File: config.mk
export PLATFORM = sky130hd
export DESIGN_NAME = ps_bridge
export DESIGN_NICKNAME = d
export VERILOG_FILES = /design/src/axi_pkg.sv /design/src/sys_pkg.sv /design/src/axi4_slave.sv /design/src/sys_regs.sv /design/src/str_frame_gen.sv /design/src/ps_bridge.sv
export SDC_FILE = /design/constraint.sdc
export NUM_CORES = 1
export LEC_CHECK = 0
export ABC_CLOCK_PERIOD_IN_PS = 3800
export BUFFER_PORTS_ARGS = -buffer_cell sky130_fd_sc_hd__buf_2
export CAP_MARGIN = 5
export CORE_MARGIN = 4
export CORE_UTILIZATION = 51
export CTS_CLUSTER_SIZE = 12
export DETAILED_ROUTE_END_ITERATION = 10
export GPL_ROUTABILITY_DRIVEN = 1
export GPL_TIMING_DRIVEN = 1
export PLACE_DENSITY = 0.8
export SYNTH_ARGS = -nofsm -noshare
export SYNTH_HDL_FRONTEND = slang
export SYNTH_HIERARCHICAL = 1
export SYNTH_SLANG_ARGS = --single-unit
export TNS_END_PERCENT = 100
File: constraint.sdc
create_clock -name clk -period 3.8 [get_ports clk]
set_input_delay 1.14 -clock clk [delete_from_list [all_inputs] [get_ports clk]]
set_output_delay 1.14 -clock clk [all_outputs]
set_load 0.01 [all_outputs]
File: src/axi_pkg.sv
/*
  AXI3 general-purpose port definitions shared by the slave and the testbench.
  Widths match the PS GP0 master port; response and burst codes follow the spec.
*/

package axi_pkg;

  //////////////////////////////
  // Widths

  localparam int unsigned AXI_AW = 32;
  localparam int unsigned AXI_DW = 32;
  localparam int unsigned AXI_IW = 12;
  // AXI3 length field on the GP port
  localparam int unsigned AXI_LW = 4;
  localparam int unsigned AXI_SZW = 3;
  localparam int unsigned AXI_SW = AXI_DW / 8;

  //////////////////////////////
  // Encodings

  typedef enum logic [1:0] {
    OKAY   = 2'b00,
    EXOKAY = 2'b01,
    SLVERR = 2'b10,
    DECERR = 2'b11
  } axi_resp_e;

  // Only single beats are served, so the burst type has no effect
  typedef enum logic [1:0] {
    FIXED = 2'b00,
    INCR  = 2'b01,
    WRAP  = 2'b10
  } axi_burst_e;

endpackage

File: src/sys_pkg.sv
/*
  System bus and register map definitions.
  Used by the AXI slave, the register bank and the frame generator.
*/

package sys_pkg;

  //////////////////////////////
  // Bus widths

  localparam int unsigned SYS_AW = 32;
  localparam int unsigned SYS_DW = 32;
  // Low address bits decoded by the register bank
  localparam int unsigned REG_AW = 8;

  //////////////////////////////
  // Register map

  // Byte offsets of 32-bit registers
  typedef enum logic [REG_AW-1:0] {
    REG_ID          = 8'h00,
    REG_SCRATCH     = 8'h04,
    REG_FRAME_LEN   = 8'h08,
    REG_FRAME_SEED  = 8'h0C,
    REG_FRAME_START = 8'h10,
    REG_STATUS      = 8'h14
  } sys_reg_e;

  // Frame length and seed fields
  localparam int unsigned FRM_W = 16;

  //////////////////////////////
  // Status layout

  localparam int unsigned STS_BUSY_BIT = 0;
  // Completed frame counter
  localparam int unsigned STS_CNT_LSB = 16;
  localparam int unsigned STS_CNT_W = 16;

endpackage

File: src/axi4_slave.sv
/*
  Single-beat AXI slave acting as master of the system bus.
  AW and W are captured independently; each accepted request becomes one
  sys_wen or sys_ren pulse, and the bus acknowledge produces the response.
  Bursts are refused with SLVERR without any bus access.
*/

`timescale 1ns/1ps

module axi4_slave (
  input  logic                          clk,
  input  logic                          rst_n_i,
  // Write address
  input  logic                          awvalid_i,
  input  logic [axi_pkg::AXI_IW-1:0]    awid_i,
  input  logic [axi_pkg::AXI_AW-1:0]    awaddr_i,
  input  logic [axi_pkg::AXI_LW-1:0]    awlen_i,
  input  logic [axi_pkg::AXI_SZW-1:0]   awsize_i,
  input  axi_pkg::axi_burst_e           awburst_i,
  output logic                          awready_o,
  // Write data
  input  logic                          wvalid_i,
  input  logic [axi_pkg::AXI_IW-1:0]    wid_i,
  input  logic [axi_pkg::AXI_DW-1:0]    wdata_i,
  input  logic [axi_pkg::AXI_SW-1:0]    wstrb_i,
  input  logic                          wlast_i,
  output logic                          wready_o,
  // Write response
  output logic                          bvalid_o,
  output logic [axi_pkg::AXI_IW-1:0]    bid_o,
  output axi_pkg::axi_resp_e            bresp_o,
  input  logic                          bready_i,
  // Read address
  input  logic                          arvalid_i,
  input  logic [axi_pkg::AXI_IW-1:0]    arid_i,
  input  logic [axi_pkg::AXI_AW-1:0]    araddr_i,
  input  logic [axi_pkg::AXI_LW-1:0]    arlen_i,
  input  logic [axi_pkg::AXI_SZW-1:0]   arsize_i,
  input  axi_pkg::axi_burst_e           arburst_i,
  output logic                          arready_o,
  // Read data
  output logic                          rvalid_o,
  output logic [axi_pkg::AXI_IW-1:0]    rid_o,
  output logic [axi_pkg::AXI_DW-1:0]    rdata_o,
  output axi_pkg::axi_resp_e            rresp_o,
  output logic                          rlast_o,
  input  logic                          rready_i,
  // System bus
  output logic [sys_pkg::SYS_AW-1:0]    sys_addr_o,
  output logic [sys_pkg::SYS_DW-1:0]    sys_wdata_o,
  output logic                          sys_wen_o,
  output logic                          sys_ren_o,
  input  logic                          sys_ack_i,
  input  logic [sys_pkg::SYS_DW-1:0]    sys_rdata_i,
  input  logic                          sys_err_i
);

typedef enum logic [2:0] {
  IDLE,
  WR_BUS,
  WR_RESP,
  RD_BUS,
  RD_RESP,
  ERR_RESP
} state_e;

state_e                       state;
logic                         aw_held;
logic                         w_held;
logic [axi_pkg::AXI_IW-1:0]   aw_id;
logic [axi_pkg::AXI_AW-1:0]   aw_addr;
logic [axi_pkg::AXI_LW-1:0]   aw_len;
logic [axi_pkg::AXI_DW-1:0]   w_data;
logic                         w_last;
logic                         aw_hs;
logic                         w_hs;
logic                         ar_hs;
logic                         wr_go;
logic                         wr_bad;

//////////////////////////////
// Handshakes

assign awready_o = (state == IDLE) && !aw_held;
assign wready_o  = (state == IDLE) && !w_held;
// Reads wait while any part of a write is pending or offered
assign arready_o = (state == IDLE) && !aw_held && !w_held && !awvalid_i && !wvalid_i;

assign aw_hs = awvalid_i && awready_o;
assign w_hs  = wvalid_i && wready_o;
assign ar_hs = arvalid_i && arready_o;

// Both write channels in hand
assign wr_go  = (state == IDLE) && aw_held && w_held;
assign wr_bad = (aw_len != '0) || !w_last;

// One beat per response
assign rlast_o = rvalid_o;

//////////////////////////////
// Control FSM

always_ff @(posedge clk or negedge rst_n_i) begin
  if (!rst_n_i) begin
    state     <= IDLE;
    aw_held   <= 1'b0;
    w_held    <= 1'b0;
    sys_wen_o <= 1'b0;
    sys_ren_o <= 1'b0;
    bvalid_o  <= 1'b0;
    rvalid_o  <= 1'b0;
    bresp_o   <= axi_pkg::OKAY;
    rresp_o   <= axi_pkg::OKAY;
  end else begin
    sys_wen_o <= 1'b0;
    sys_ren_o <= 1'b0;
    if (aw_hs) begin
      aw_held <= 1'b1;
    end
    if (w_hs) begin
      w_held <= 1'b1;
    end
    case (state)
      IDLE: begin
        if (wr_go) begin
          aw_held <= 1'b0;
          w_held  <= 1'b0;
          if (wr_bad) begin
            bresp_o  <= axi_pkg::SLVERR;
            bvalid_o <= 1'b1;
            state    <= ERR_RESP;
          end else begin
            sys_wen_o <= 1'b1;
            state     <= WR_BUS;
          end
        end else if (ar_hs) begin
          if (arlen_i != '0) begin
            rresp_o  <= axi_pkg::SLVERR;
            rvalid_o <= 1'b1;
            state    <= ERR_RESP;
          end else begin
            sys_ren_o <= 1'b1;
            state     <= RD_BUS;
          end
        end
      end
      WR_BUS: begin
        if (sys_ack_i) begin
          bresp_o  <= sys_err_i ? axi_pkg::SLVERR : axi_pkg::OKAY;
          bvalid_o <= 1'b1;
          state    <= WR_RESP;
        end
      end
      WR_RESP: begin
        if (bready_i) begin
          bvalid_o <= 1'b0;
          state    <= IDLE;
        end
      end
      RD_BUS: begin
        if (sys_ack_i) begin
          rresp_o  <= sys_err_i ? axi_pkg::SLVERR : axi_pkg::OKAY;
          rvalid_o <= 1'b1;
          state    <= RD_RESP;
        end
      end
      RD_RESP: begin
        if (rready_i) begin
          rvalid_o <= 1'b0;
          state    <= IDLE;
        end
      end
      ERR_RESP: begin
        // Either channel may carry the refusal
        if (bvalid_o && bready_i) begin
          bvalid_o <= 1'b0;
          state    <= IDLE;
        end
        if (rvalid_o && rready_i) begin
          rvalid_o <= 1'b0;
          state    <= IDLE;
        end
      end
      default: state <= IDLE;
    endcase
  end
end

//////////////////////////////
// Payload capture

always_ff @(posedge clk) begin
  if (aw_hs) begin
    aw_id   <= awid_i;
    aw_addr <= awaddr_i;
    aw_len  <= awlen_i;
  end
  if (w_hs) begin
    w_data <= wdata_i;
    w_last <= wlast_i;
  end
  if (wr_go) begin
    sys_addr_o  <= aw_addr;
    sys_wdata_o <= w_data;
    bid_o       <= aw_id;
  end else if (ar_hs) begin
    sys_addr_o <= araddr_i;
    rid_o      <= arid_i;
    rdata_o    <= '0;
  end
  if ((state == RD_BUS) && sys_ack_i) begin
    rdata_o <= sys_rdata_i;
  end
end

endmodule

File: src/sys_regs.sv
/*
  Register bank on the system bus.
  Acknowledges every strobe one cycle later, flags illegal accesses
  and issues the frame start pulse to the stream generator.
*/

`timescale 1ns/1ps

module sys_regs #(
  parameter logic [31:0] BUS_ID = 32'h0000_0000
) (
  input  logic                        clk,
  input  logic                        rst_n_i,
  // System bus
  input  logic [sys_pkg::SYS_AW-1:0]  sys_addr_i,
  input  logic [sys_pkg::SYS_DW-1:0]  sys_wdata_i,
  input  logic                        sys_wen_i,
  input  logic                        sys_ren_i,
  output logic                        sys_ack_o,
  output logic [sys_pkg::SYS_DW-1:0]  sys_rdata_o,
  output logic                        sys_err_o,
  // Frame control
  output logic                        frm_start_o,
  output logic [sys_pkg::FRM_W-1:0]   frm_len_o,
  output logic [sys_pkg::FRM_W-1:0]   frm_seed_o,
  input  logic                        frm_busy_i,
  input  logic                        frm_done_i
);

logic [sys_pkg::REG_AW-1:0]     reg_off;
logic [sys_pkg::SYS_DW-1:0]     scratch;
logic [sys_pkg::STS_CNT_W-1:0]  frm_cnt;
logic [sys_pkg::SYS_DW-1:0]     rd_val;
logic                           wr_ok;
logic                           rd_ok;

// Upper address bits select the slave upstream
assign reg_off = sys_addr_i[sys_pkg::REG_AW-1:0];

//////////////////////////////
// Decode

always_comb begin
  wr_ok  = 1'b0;
  rd_ok  = 1'b0;
  rd_val = '0;
  case (reg_off)
    sys_pkg::REG_ID: begin
      rd_ok  = 1'b1;
      rd_val = BUS_ID;
    end
    sys_pkg::REG_SCRATCH: begin
      wr_ok  = 1'b1;
      rd_ok  = 1'b1;
      rd_val = scratch;
    end
    sys_pkg::REG_FRAME_LEN: begin
      wr_ok  = 1'b1;
      rd_ok  = 1'b1;
      rd_val[sys_pkg::FRM_W-1:0] = frm_len_o;
    end
    sys_pkg::REG_FRAME_SEED: begin
      wr_ok  = 1'b1;
      rd_ok  = 1'b1;
      rd_val[sys_pkg::FRM_W-1:0] = frm_seed_o;
    end
    // Write-only trigger
    sys_pkg::REG_FRAME_START: wr_ok = 1'b1;
    sys_pkg::REG_STATUS: begin
      rd_ok  = 1'b1;
      rd_val[sys_pkg::STS_BUSY_BIT] = frm_busy_i;
      rd_val[sys_pkg::STS_CNT_LSB +: sys_pkg::STS_CNT_W] = frm_cnt;
    end
    default: ;
  endcase
end

//////////////////////////////
// Registers

always_ff @(posedge clk or negedge rst_n_i) begin
  if (!rst_n_i) begin
    sys_ack_o   <= 1'b0;
    sys_err_o   <= 1'b0;
    frm_start_o <= 1'b0;
    frm_cnt     <= '0;
    scratch     <= '0;
    frm_len_o   <= '0;
    frm_seed_o  <= '0;
  end else begin
    sys_ack_o   <= sys_wen_i || sys_ren_i;
    sys_err_o   <= (sys_wen_i && !wr_ok) || (sys_ren_i && !rd_ok);
    frm_start_o <= sys_wen_i && (reg_off == sys_pkg::REG_FRAME_START);
    if (frm_done_i) begin
      frm_cnt <= frm_cnt + 1'b1;
    end
    if (sys_wen_i && wr_ok) begin
      case (reg_off)
        sys_pkg::REG_SCRATCH:    scratch    <= sys_wdata_i;
        sys_pkg::REG_FRAME_LEN:  frm_len_o  <= sys_wdata_i[sys_pkg::FRM_W-1:0];
        sys_pkg::REG_FRAME_SEED: frm_seed_o <= sys_wdata_i[sys_pkg::FRM_W-1:0];
        default: ;
      endcase
    end
  end
end

// Read data is zero on an illegal read
always_ff @(posedge clk) begin
  if (sys_ren_i) begin
    sys_rdata_o <= rd_val;
  end
end

endmodule

File: src/str_frame_gen.sv
/*
  Stream frame generator.
  On a start pulse it sends len beats of seed, seed+1, ... and marks the
  last one with tlast. Beats advance only when the sink is ready.
*/

`timescale 1ns/1ps

module str_frame_gen #(
  parameter int unsigned DN = 2
) (
  input  logic                       clk,
  input  logic                       rst_n_i,
  // Frame control
  input  logic                       frm_start_i,
  input  logic [sys_pkg::FRM_W-1:0]  frm_len_i,
  input  logic [sys_pkg::FRM_W-1:0]  frm_seed_i,
  output logic                       frm_busy_o,
  output logic                       frm_done_o,
  // Stream output
  output logic [8*DN-1:0]            str_tdata_o,
  output logic [DN-1:0]              str_tkeep_o,
  output logic                       str_tlast_o,
  output logic                       str_tvalid_o,
  input  logic                       str_tready_i
);

logic [sys_pkg::FRM_W-1:0]  word;
// Beats still to come after the current one
logic [sys_pkg::FRM_W-1:0]  remain;
logic                       beat_ok;
logic                       start_ok;

assign beat_ok  = str_tvalid_o && str_tready_i;
assign start_ok = frm_start_i && !str_tvalid_o && (frm_len_i != '0);

assign frm_busy_o  = str_tvalid_o;
assign frm_done_o  = beat_ok && str_tlast_o;
assign str_tkeep_o = '1;
assign str_tdata_o = (8*DN)'(word);

always_ff @(posedge clk or negedge rst_n_i) begin
  if (!rst_n_i) begin
    str_tvalid_o <= 1'b0;
    str_tlast_o  <= 1'b0;
    remain       <= '0;
  end else if (start_ok) begin
    str_tvalid_o <= 1'b1;
    str_tlast_o  <= (frm_len_i == 1);
    remain       <= frm_len_i - 1'b1;
  end else if (beat_ok) begin
    if (str_tlast_o) begin
      str_tvalid_o <= 1'b0;
      str_tlast_o  <= 1'b0;
    end else begin
      str_tlast_o <= (remain == 1);
      remain      <= remain - 1'b1;
    end
  end
end

// Data word wraps at 16 bits
always_ff @(posedge clk) begin
  if (start_ok) begin
    word <= frm_seed_i;
  end else if (beat_ok) begin
    word <= word + 1'b1;
  end
end

endmodule

File: src/ps_bridge.sv
/*
  PL side of the PS wrapper.
  The GP0 AXI slave drives the register bank over the system bus;
  the register bank starts frames on the 16-bit stream output.
*/

`timescale 1ns/1ps

module ps_bridge #(
  parameter logic [31:0] BUS_ID = 32'h5250_0001,
  parameter int unsigned DN     = 2
) (
  input  logic                         clk,
  input  logic                         rst_n_i,
  // AXI GP0
  input  logic                         awvalid_i,
  input  logic [axi_pkg::AXI_IW-1:0]   awid_i,
  input  logic [axi_pkg::AXI_AW-1:0]   awaddr_i,
  input  logic [axi_pkg::AXI_LW-1:0]   awlen_i,
  input  logic [axi_pkg::AXI_SZW-1:0]  awsize_i,
  input  axi_pkg::axi_burst_e          awburst_i,
  output logic                         awready_o,
  input  logic                         wvalid_i,
  input  logic [axi_pkg::AXI_IW-1:0]   wid_i,
  input  logic [axi_pkg::AXI_DW-1:0]   wdata_i,
  input  logic [axi_pkg::AXI_SW-1:0]   wstrb_i,
  input  logic                         wlast_i,
  output logic                         wready_o,
  output logic                         bvalid_o,
  output logic [axi_pkg::AXI_IW-1:0]   bid_o,
  output axi_pkg::axi_resp_e           bresp_o,
  input  logic                         bready_i,
  input  logic                         arvalid_i,
  input  logic [axi_pkg::AXI_IW-1:0]   arid_i,
  input  logic [axi_pkg::AXI_AW-1:0]   araddr_i,
  input  logic [axi_pkg::AXI_LW-1:0]   arlen_i,
  input  logic [axi_pkg::AXI_SZW-1:0]  arsize_i,
  input  axi_pkg::axi_burst_e          arburst_i,
  output logic                         arready_o,
  output logic                         rvalid_o,
  output logic [axi_pkg::AXI_IW-1:0]   rid_o,
  output logic [axi_pkg::AXI_DW-1:0]   rdata_o,
  output axi_pkg::axi_resp_e           rresp_o,
  output logic                         rlast_o,
  input  logic                         rready_i,
  // Stream output
  output logic [8*DN-1:0]              str_tdata_o,
  output logic [DN-1:0]                str_tkeep_o,
  output logic                         str_tlast_o,
  output logic                         str_tvalid_o,
  input  logic                         str_tready_i
);

//////////////////////////////
// System bus and frame control

logic [sys_pkg::SYS_AW-1:0]  sys_addr;
logic [sys_pkg::SYS_DW-1:0]  sys_wdata;
logic                        sys_wen;
logic                        sys_ren;
logic                        sys_ack;
logic [sys_pkg::SYS_DW-1:0]  sys_rdata;
logic                        sys_err;
logic                        frm_start;
logic [sys_pkg::FRM_W-1:0]   frm_len;
logic [sys_pkg::FRM_W-1:0]   frm_seed;
logic                        frm_busy;
logic                        frm_done;

axi4_slave axi_slave_gp0 (
  .clk, .rst_n_i,
  .awvalid_i, .awid_i, .awaddr_i, .awlen_i, .awsize_i, .awburst_i, .awready_o,
  .wvalid_i, .wid_i, .wdata_i, .wstrb_i, .wlast_i, .wready_o,
  .bvalid_o, .bid_o, .bresp_o, .bready_i,
  .arvalid_i, .arid_i, .araddr_i, .arlen_i, .arsize_i, .arburst_i, .arready_o,
  .rvalid_o, .rid_o, .rdata_o, .rresp_o, .rlast_o, .rready_i,
  .sys_addr_o  (sys_addr),
  .sys_wdata_o (sys_wdata),
  .sys_wen_o   (sys_wen),
  .sys_ren_o   (sys_ren),
  .sys_ack_i   (sys_ack),
  .sys_rdata_i (sys_rdata),
  .sys_err_i   (sys_err)
);

sys_regs #(.BUS_ID (BUS_ID)) regs (
  .clk, .rst_n_i,
  .sys_addr_i  (sys_addr),
  .sys_wdata_i (sys_wdata),
  .sys_wen_i   (sys_wen),
  .sys_ren_i   (sys_ren),
  .sys_ack_o   (sys_ack),
  .sys_rdata_o (sys_rdata),
  .sys_err_o   (sys_err),
  .frm_start_o (frm_start),
  .frm_len_o   (frm_len),
  .frm_seed_o  (frm_seed),
  .frm_busy_i  (frm_busy),
  .frm_done_i  (frm_done)
);

str_frame_gen #(.DN (DN)) frame_gen (
  .clk, .rst_n_i,
  .frm_start_i (frm_start),
  .frm_len_i   (frm_len),
  .frm_seed_i  (frm_seed),
  .frm_busy_o  (frm_busy),
  .frm_done_o  (frm_done),
  .str_tdata_o, .str_tkeep_o, .str_tlast_o, .str_tvalid_o, .str_tready_i
);

endmodule

* Word-level counts from Yosys, hierarchy flattened
Cells that the tools add are included.
** Operators by class
- Add/subtract/negate cells :: 4
- Equality and inequality tests :: 27
- Multiplexer cells :: 66
- Bitwise logic cells :: 1
- Reduce and logical (&&, ||, !) cells :: 59
** Operators with widths (number)
- $mux 32 :: 3
- $mux 16 :: 5
- $pmux 16 s3 :: 1
- $pmux 15 s3 :: 1
- $add 16x1->16 const B :: 2
- $eq 16x1->1 const B :: 2
- $sub 16x1->16 const B :: 2
- $mux 1 :: 31
- $mux 3 :: 10
- $logic_and 1x1->1 :: 21
- $pmux 3 s6 :: 1
- $eq 8x4->1 const B :: 2
- $eq 8x5->1 const B :: 2
- $mux 8 :: 2
- $reduce_bool 16->1 :: 1
- $reduce_bool 4->1 :: 4
- $mux 2 :: 7
- $ne 2x1->1 const B :: 7
- $reduce_and 2->1 :: 7
- $ne 2x2->1 const B :: 6
- $reduce_and 6->1 :: 2
- $reduce_bool 2->1 :: 6
- $eq 8x3->1 const B :: 1
- $logic_not 1->1 :: 8
- 16 further kinds :: 23
** Word-level totals
- Flip-flop bits (word level) :: 315
- Input port bits :: 163
- Output and inout port bits :: 86
- Word-level logic and storage cells :: 188

* Logic depth before layout (Yosys ltp)
- Word-level depth :: 9
- Gate-level depth with buffers :: 8
- Mapped depth without buffers :: 7

* By module
The synthesis kept the hierarchy.
** Modules (own cells, without submodules)
- axi4_slave :: instances 1, cells each 364, area an instance 7460.9 µm², seq. area each 6311.1 µm²
- sys_regs :: instances 1, cells each 348, area an instance 4951.0 µm², seq. area each 3037.9 µm²
- str_frame_gen :: instances 1, cells each 253, area an instance 2324.7 µm², seq. area each 930.9 µm²

* Worst setup path before layout
No wires, ideal clock.
- Path kind :: register -> register
- Start :: register axi_slave_gp0.state[2]
- End :: register axi_slave_gp0/rdata_o[0] in the netlist's numbering, enable pin
- Library setup time :: 466 ps
- Data arrival time :: 3130 ps
- Required time :: 3334 ps
- Slack :: 205 ps
- Stages on the path, launching flop included :: 4
- Path buffers :: 1
- Clock period less this slack :: 3595 ps
- Path through :: dfrtp_1 buf_2 nand3b_1 o21ai_0
** On the way
- Cells in the longest elaborated chain, start to end :: 8
- Elaborated cells on any way between the ends :: 13
- Those cells by class :: eq/ne: 2; reduce/logical: 11
** Ends and longest elaborated chain
- start, declared :: line axi4_slave.sv:67 : state_e state;
- start signal, assigned :: line axi4_slave.sv:105 : state <= IDLE;
- start signal, assigned :: line axi4_slave.sv:131 : state <= ERR_RESP;
- start signal, assigned :: line axi4_slave.sv:134 : state <= WR_BUS;
- $logic_not 3->1 :: line axi4_slave.sv:87, axi4_slave.sv:94
- $logic_and 1x1->1 (4 in a row) :: line axi4_slave.sv:87 : assign arready_o = (state == IDLE) && !aw_held && !w_held && !awvalid_i && !wvalid_i;
- $logic_and 1x1->1 :: line axi4_slave.sv:91 : assign ar_hs = arvalid_i && arready_o;
- $reduce_bool 2->1 (no line)
- $reduce_and 2->1 (no line) (*)
- end signal, assigned :: line axi4_slave.sv:212 : rdata_o <= sys_rdata_i;
- end, declared :: line axi4_slave.sv:44 : output logic [axi_pkg::AXI_DW-1:0] rdata_o,
Every way passes the cells marked *; elsewhere a longest branch is shown, timed or not.
A chain may end at the register's enable or synchronous reset.

* Worst setup path in the final report
- Start :: register axi_slave_gp0.state[2]
- End :: output arready_o
** On the way
- Cells in the longest elaborated chain, start to end :: 5
** Ends and longest elaborated chain
- $logic_not 3->1 :: line axi4_slave.sv:87
- $logic_and 1x1->1 (4 in a row) :: line axi4_slave.sv:87
- end, declared :: line ps_bridge.sv:39 : output logic arready_o,
No other way between the ends.

==> impl_results.md <==
- Synth warn: 6
- Vias in the first global route: 7936
- Initial core utilization: 51.7%
- CTS root buffer: clkbuf_16
- Max incr delay on CP: 580 ps
- Placed instance count: 1356
- CP max stage cell: dfrtp_1
- Part of the cycle the worst path needs: 82.2%
- CTS Hold Bufs: 0
- PD cells: 462 nW/um2
- Core area: 25200 um2
- Max_slew headroom: 25.3%
- Die Span X: 168 um
- Num CTS Buffers: 34
- Largest net degree at the start of global routing: 59
- Max FO, Critical Path: 15
- Buffers on Ports: 170
- # diodes: 0
- Most frequent cells in the layout: 201 x edfxtp_1, 169 x buf_2, 112 x dfrtp_1
- Total track usage: 18.4%
- Gpl congestion: 0.855
- Post_cts resized: 0
- Post-DP HPWL: 17500 um
- Final Hold Viols: 0
- Row count: 58
- RSZ-0062 raised after global routing: no
- Most common cell after layout, fill and taps aside: edfxtp_1
- Min Tclk post-route: 3130 ps
- Setup Viol. Count Final: 0
- Routed Antenna Nets: 0
- CP Data Required Time: 2660 ps
- Top delay family on crit path: simple AND/OR/NAND/NOR gates
- Post-Route Setup TNS: 0 ps
- Critical Path Start Type: flop
- F_max: 0.320 GHz
- Non-Filler Instances: 1418
- CP Class: flop to output pin
- Synthesized cell area: 13000 um2
- First-pass GRT wire length: 41800 um
- Die Y-Extent: 168 um
- Fin Clk Skew: 19.3 ps
- Worst VDD drop: 0.461 mV
- CTS clk-pin slew, worst paths: 60 ps
- DRT Wirelength: 25900 um
- Worst-Skew Late Latency: 510 ps
- CP Capture Type: output pin
- Clock tree sinks: 313
- Remaining DRCs: 0
- Pleak: 6.01 nW
- Worst Max-Slew Pin Slew: 1120 ps
- Pre-antenna DRT Iters: 5
- Max-slew violation count: 0
- Run status: finished clean
- Layout Utilization: 60.1%
- Fill count: 1923
- Initial DRC Count: 615
- Bufs and invs on worst path: 1
- Total grt overflow: 0
- Fraction of layout cells with a size suffix above 1: 30.4%
- Vias: 7719
- Syn avg cell area: 14.6 um2
- I/O Pins: 249
- Worst Hold Class: flop to flop
- Post-DR vias/cell: 5.44
- Worst-case clock buffer depth: 3
- Total Power: 6.99 mW
- CTS tree: done
- Critical path, cell by cell: or3_1 -> nor2_1 -> and2_1 -> buf_2
- Antenna violations before repair: 0
- Max Cap Viol: 0
- Layout net count: 1232
- Synth Instances: 893
- Routed WL per cell: 18.3 um
- Layout area overhead: 16.2%
- Worst path arrival time: 1990 ps
- # Post-CTS Setup Buffers: 0
- H-tree levels: 2
- Die Area: 28200 um2
## sequential cells by signal, summed over array words and instances, names as in the netlist, 12 cells and up
signal                     flops
regs/frm_seed_o               16
regs/frm_len_o                16
axi_slave_gp0/bid_o           12
regs/sys_rdata_o              32
axi_slave_gp0/w_data          32
regs/scratch                  32
axi_slave_gp0/rid_o           12
axi_slave_gp0/aw_id           12
regs/frm_cnt                  16
axi_slave_gp0/sys_wdata_o     32
frame_gen/str_tdata_o         16
frame_gen/remain              16
axi_slave_gp0/rdata_o         32
## final cells by class
class	instances	area, um2	area share, %
Clock buffer	53	962	6.36
Clock inverter	9	62.6	0.413
Inverter	12	47.5	0.314
Multi-Input combinational cell	524	3900	25.7
Sequential cell	313	8840	58.4
Tap cell	330	413	2.73
Timing Repair Buffer	177	918	6.07
## stage by stage
step / hold WS [ps] / area, um2 / worst slack (ps)
finish: 407 / 15100 / 675
global route: 413 / 15100 / 554
CTS: 414 / 15100 / 676
detailed placement: 405 / 14100 / 741
global placement: 401 / 14100 / 761
floorplan: 400 / 13000 / 205
## worst paths after layout
| kind | startpoint | to | slack (ps) | cells after the start |
|---|---|---|---|---|
| max reg2reg | regs/frm_len_o[0] | frame_gen/str_tdata_o[4] | 740 | 6 |
| min | axi_slave_gp0/w_data[22] | axi_slave_gp0/sys_wdata_o[22] | 410 | 0 |
| min in group asynchronous | rst_n_i | regs/scratch[19] | 710 | 1 |
| max in group asynchronous | rst_n_i | frame_gen/remain[3] | 2300 | 2 |
| min reg2reg | axi_slave_gp0/w_data[22] | axi_slave_gp0/sys_wdata_o[22] | 410 | 0 |
| max | axi_slave_gp0/state[2] | arready_o | 670 | 4 |
## worst reg2reg max path, cell delays in order, from the launching register on
cell	delay, ps
dfrtp_1	450
inv_1	110
ha_1	310
or4b_1	460
or4_4	460
nand2_4	240
nand2_1	580
## metal layers
layer  vias to the layer above  wire length (um)  GRT usage, %
li1                       3633                 -             -
met1                      3802             10800          24.6
met2                       241             12900          30.6
met3                        43              1630          3.87
met4                         0               641          5.54
met5                         -                 0             0
## power breakdown
part,internal [mW],switching (mW)
sequential,3.67,0.0577
combinational,0.116,0.155
clock,1.75,1.25
total,5.53,1.46
(Power assumes the default switching activity.)
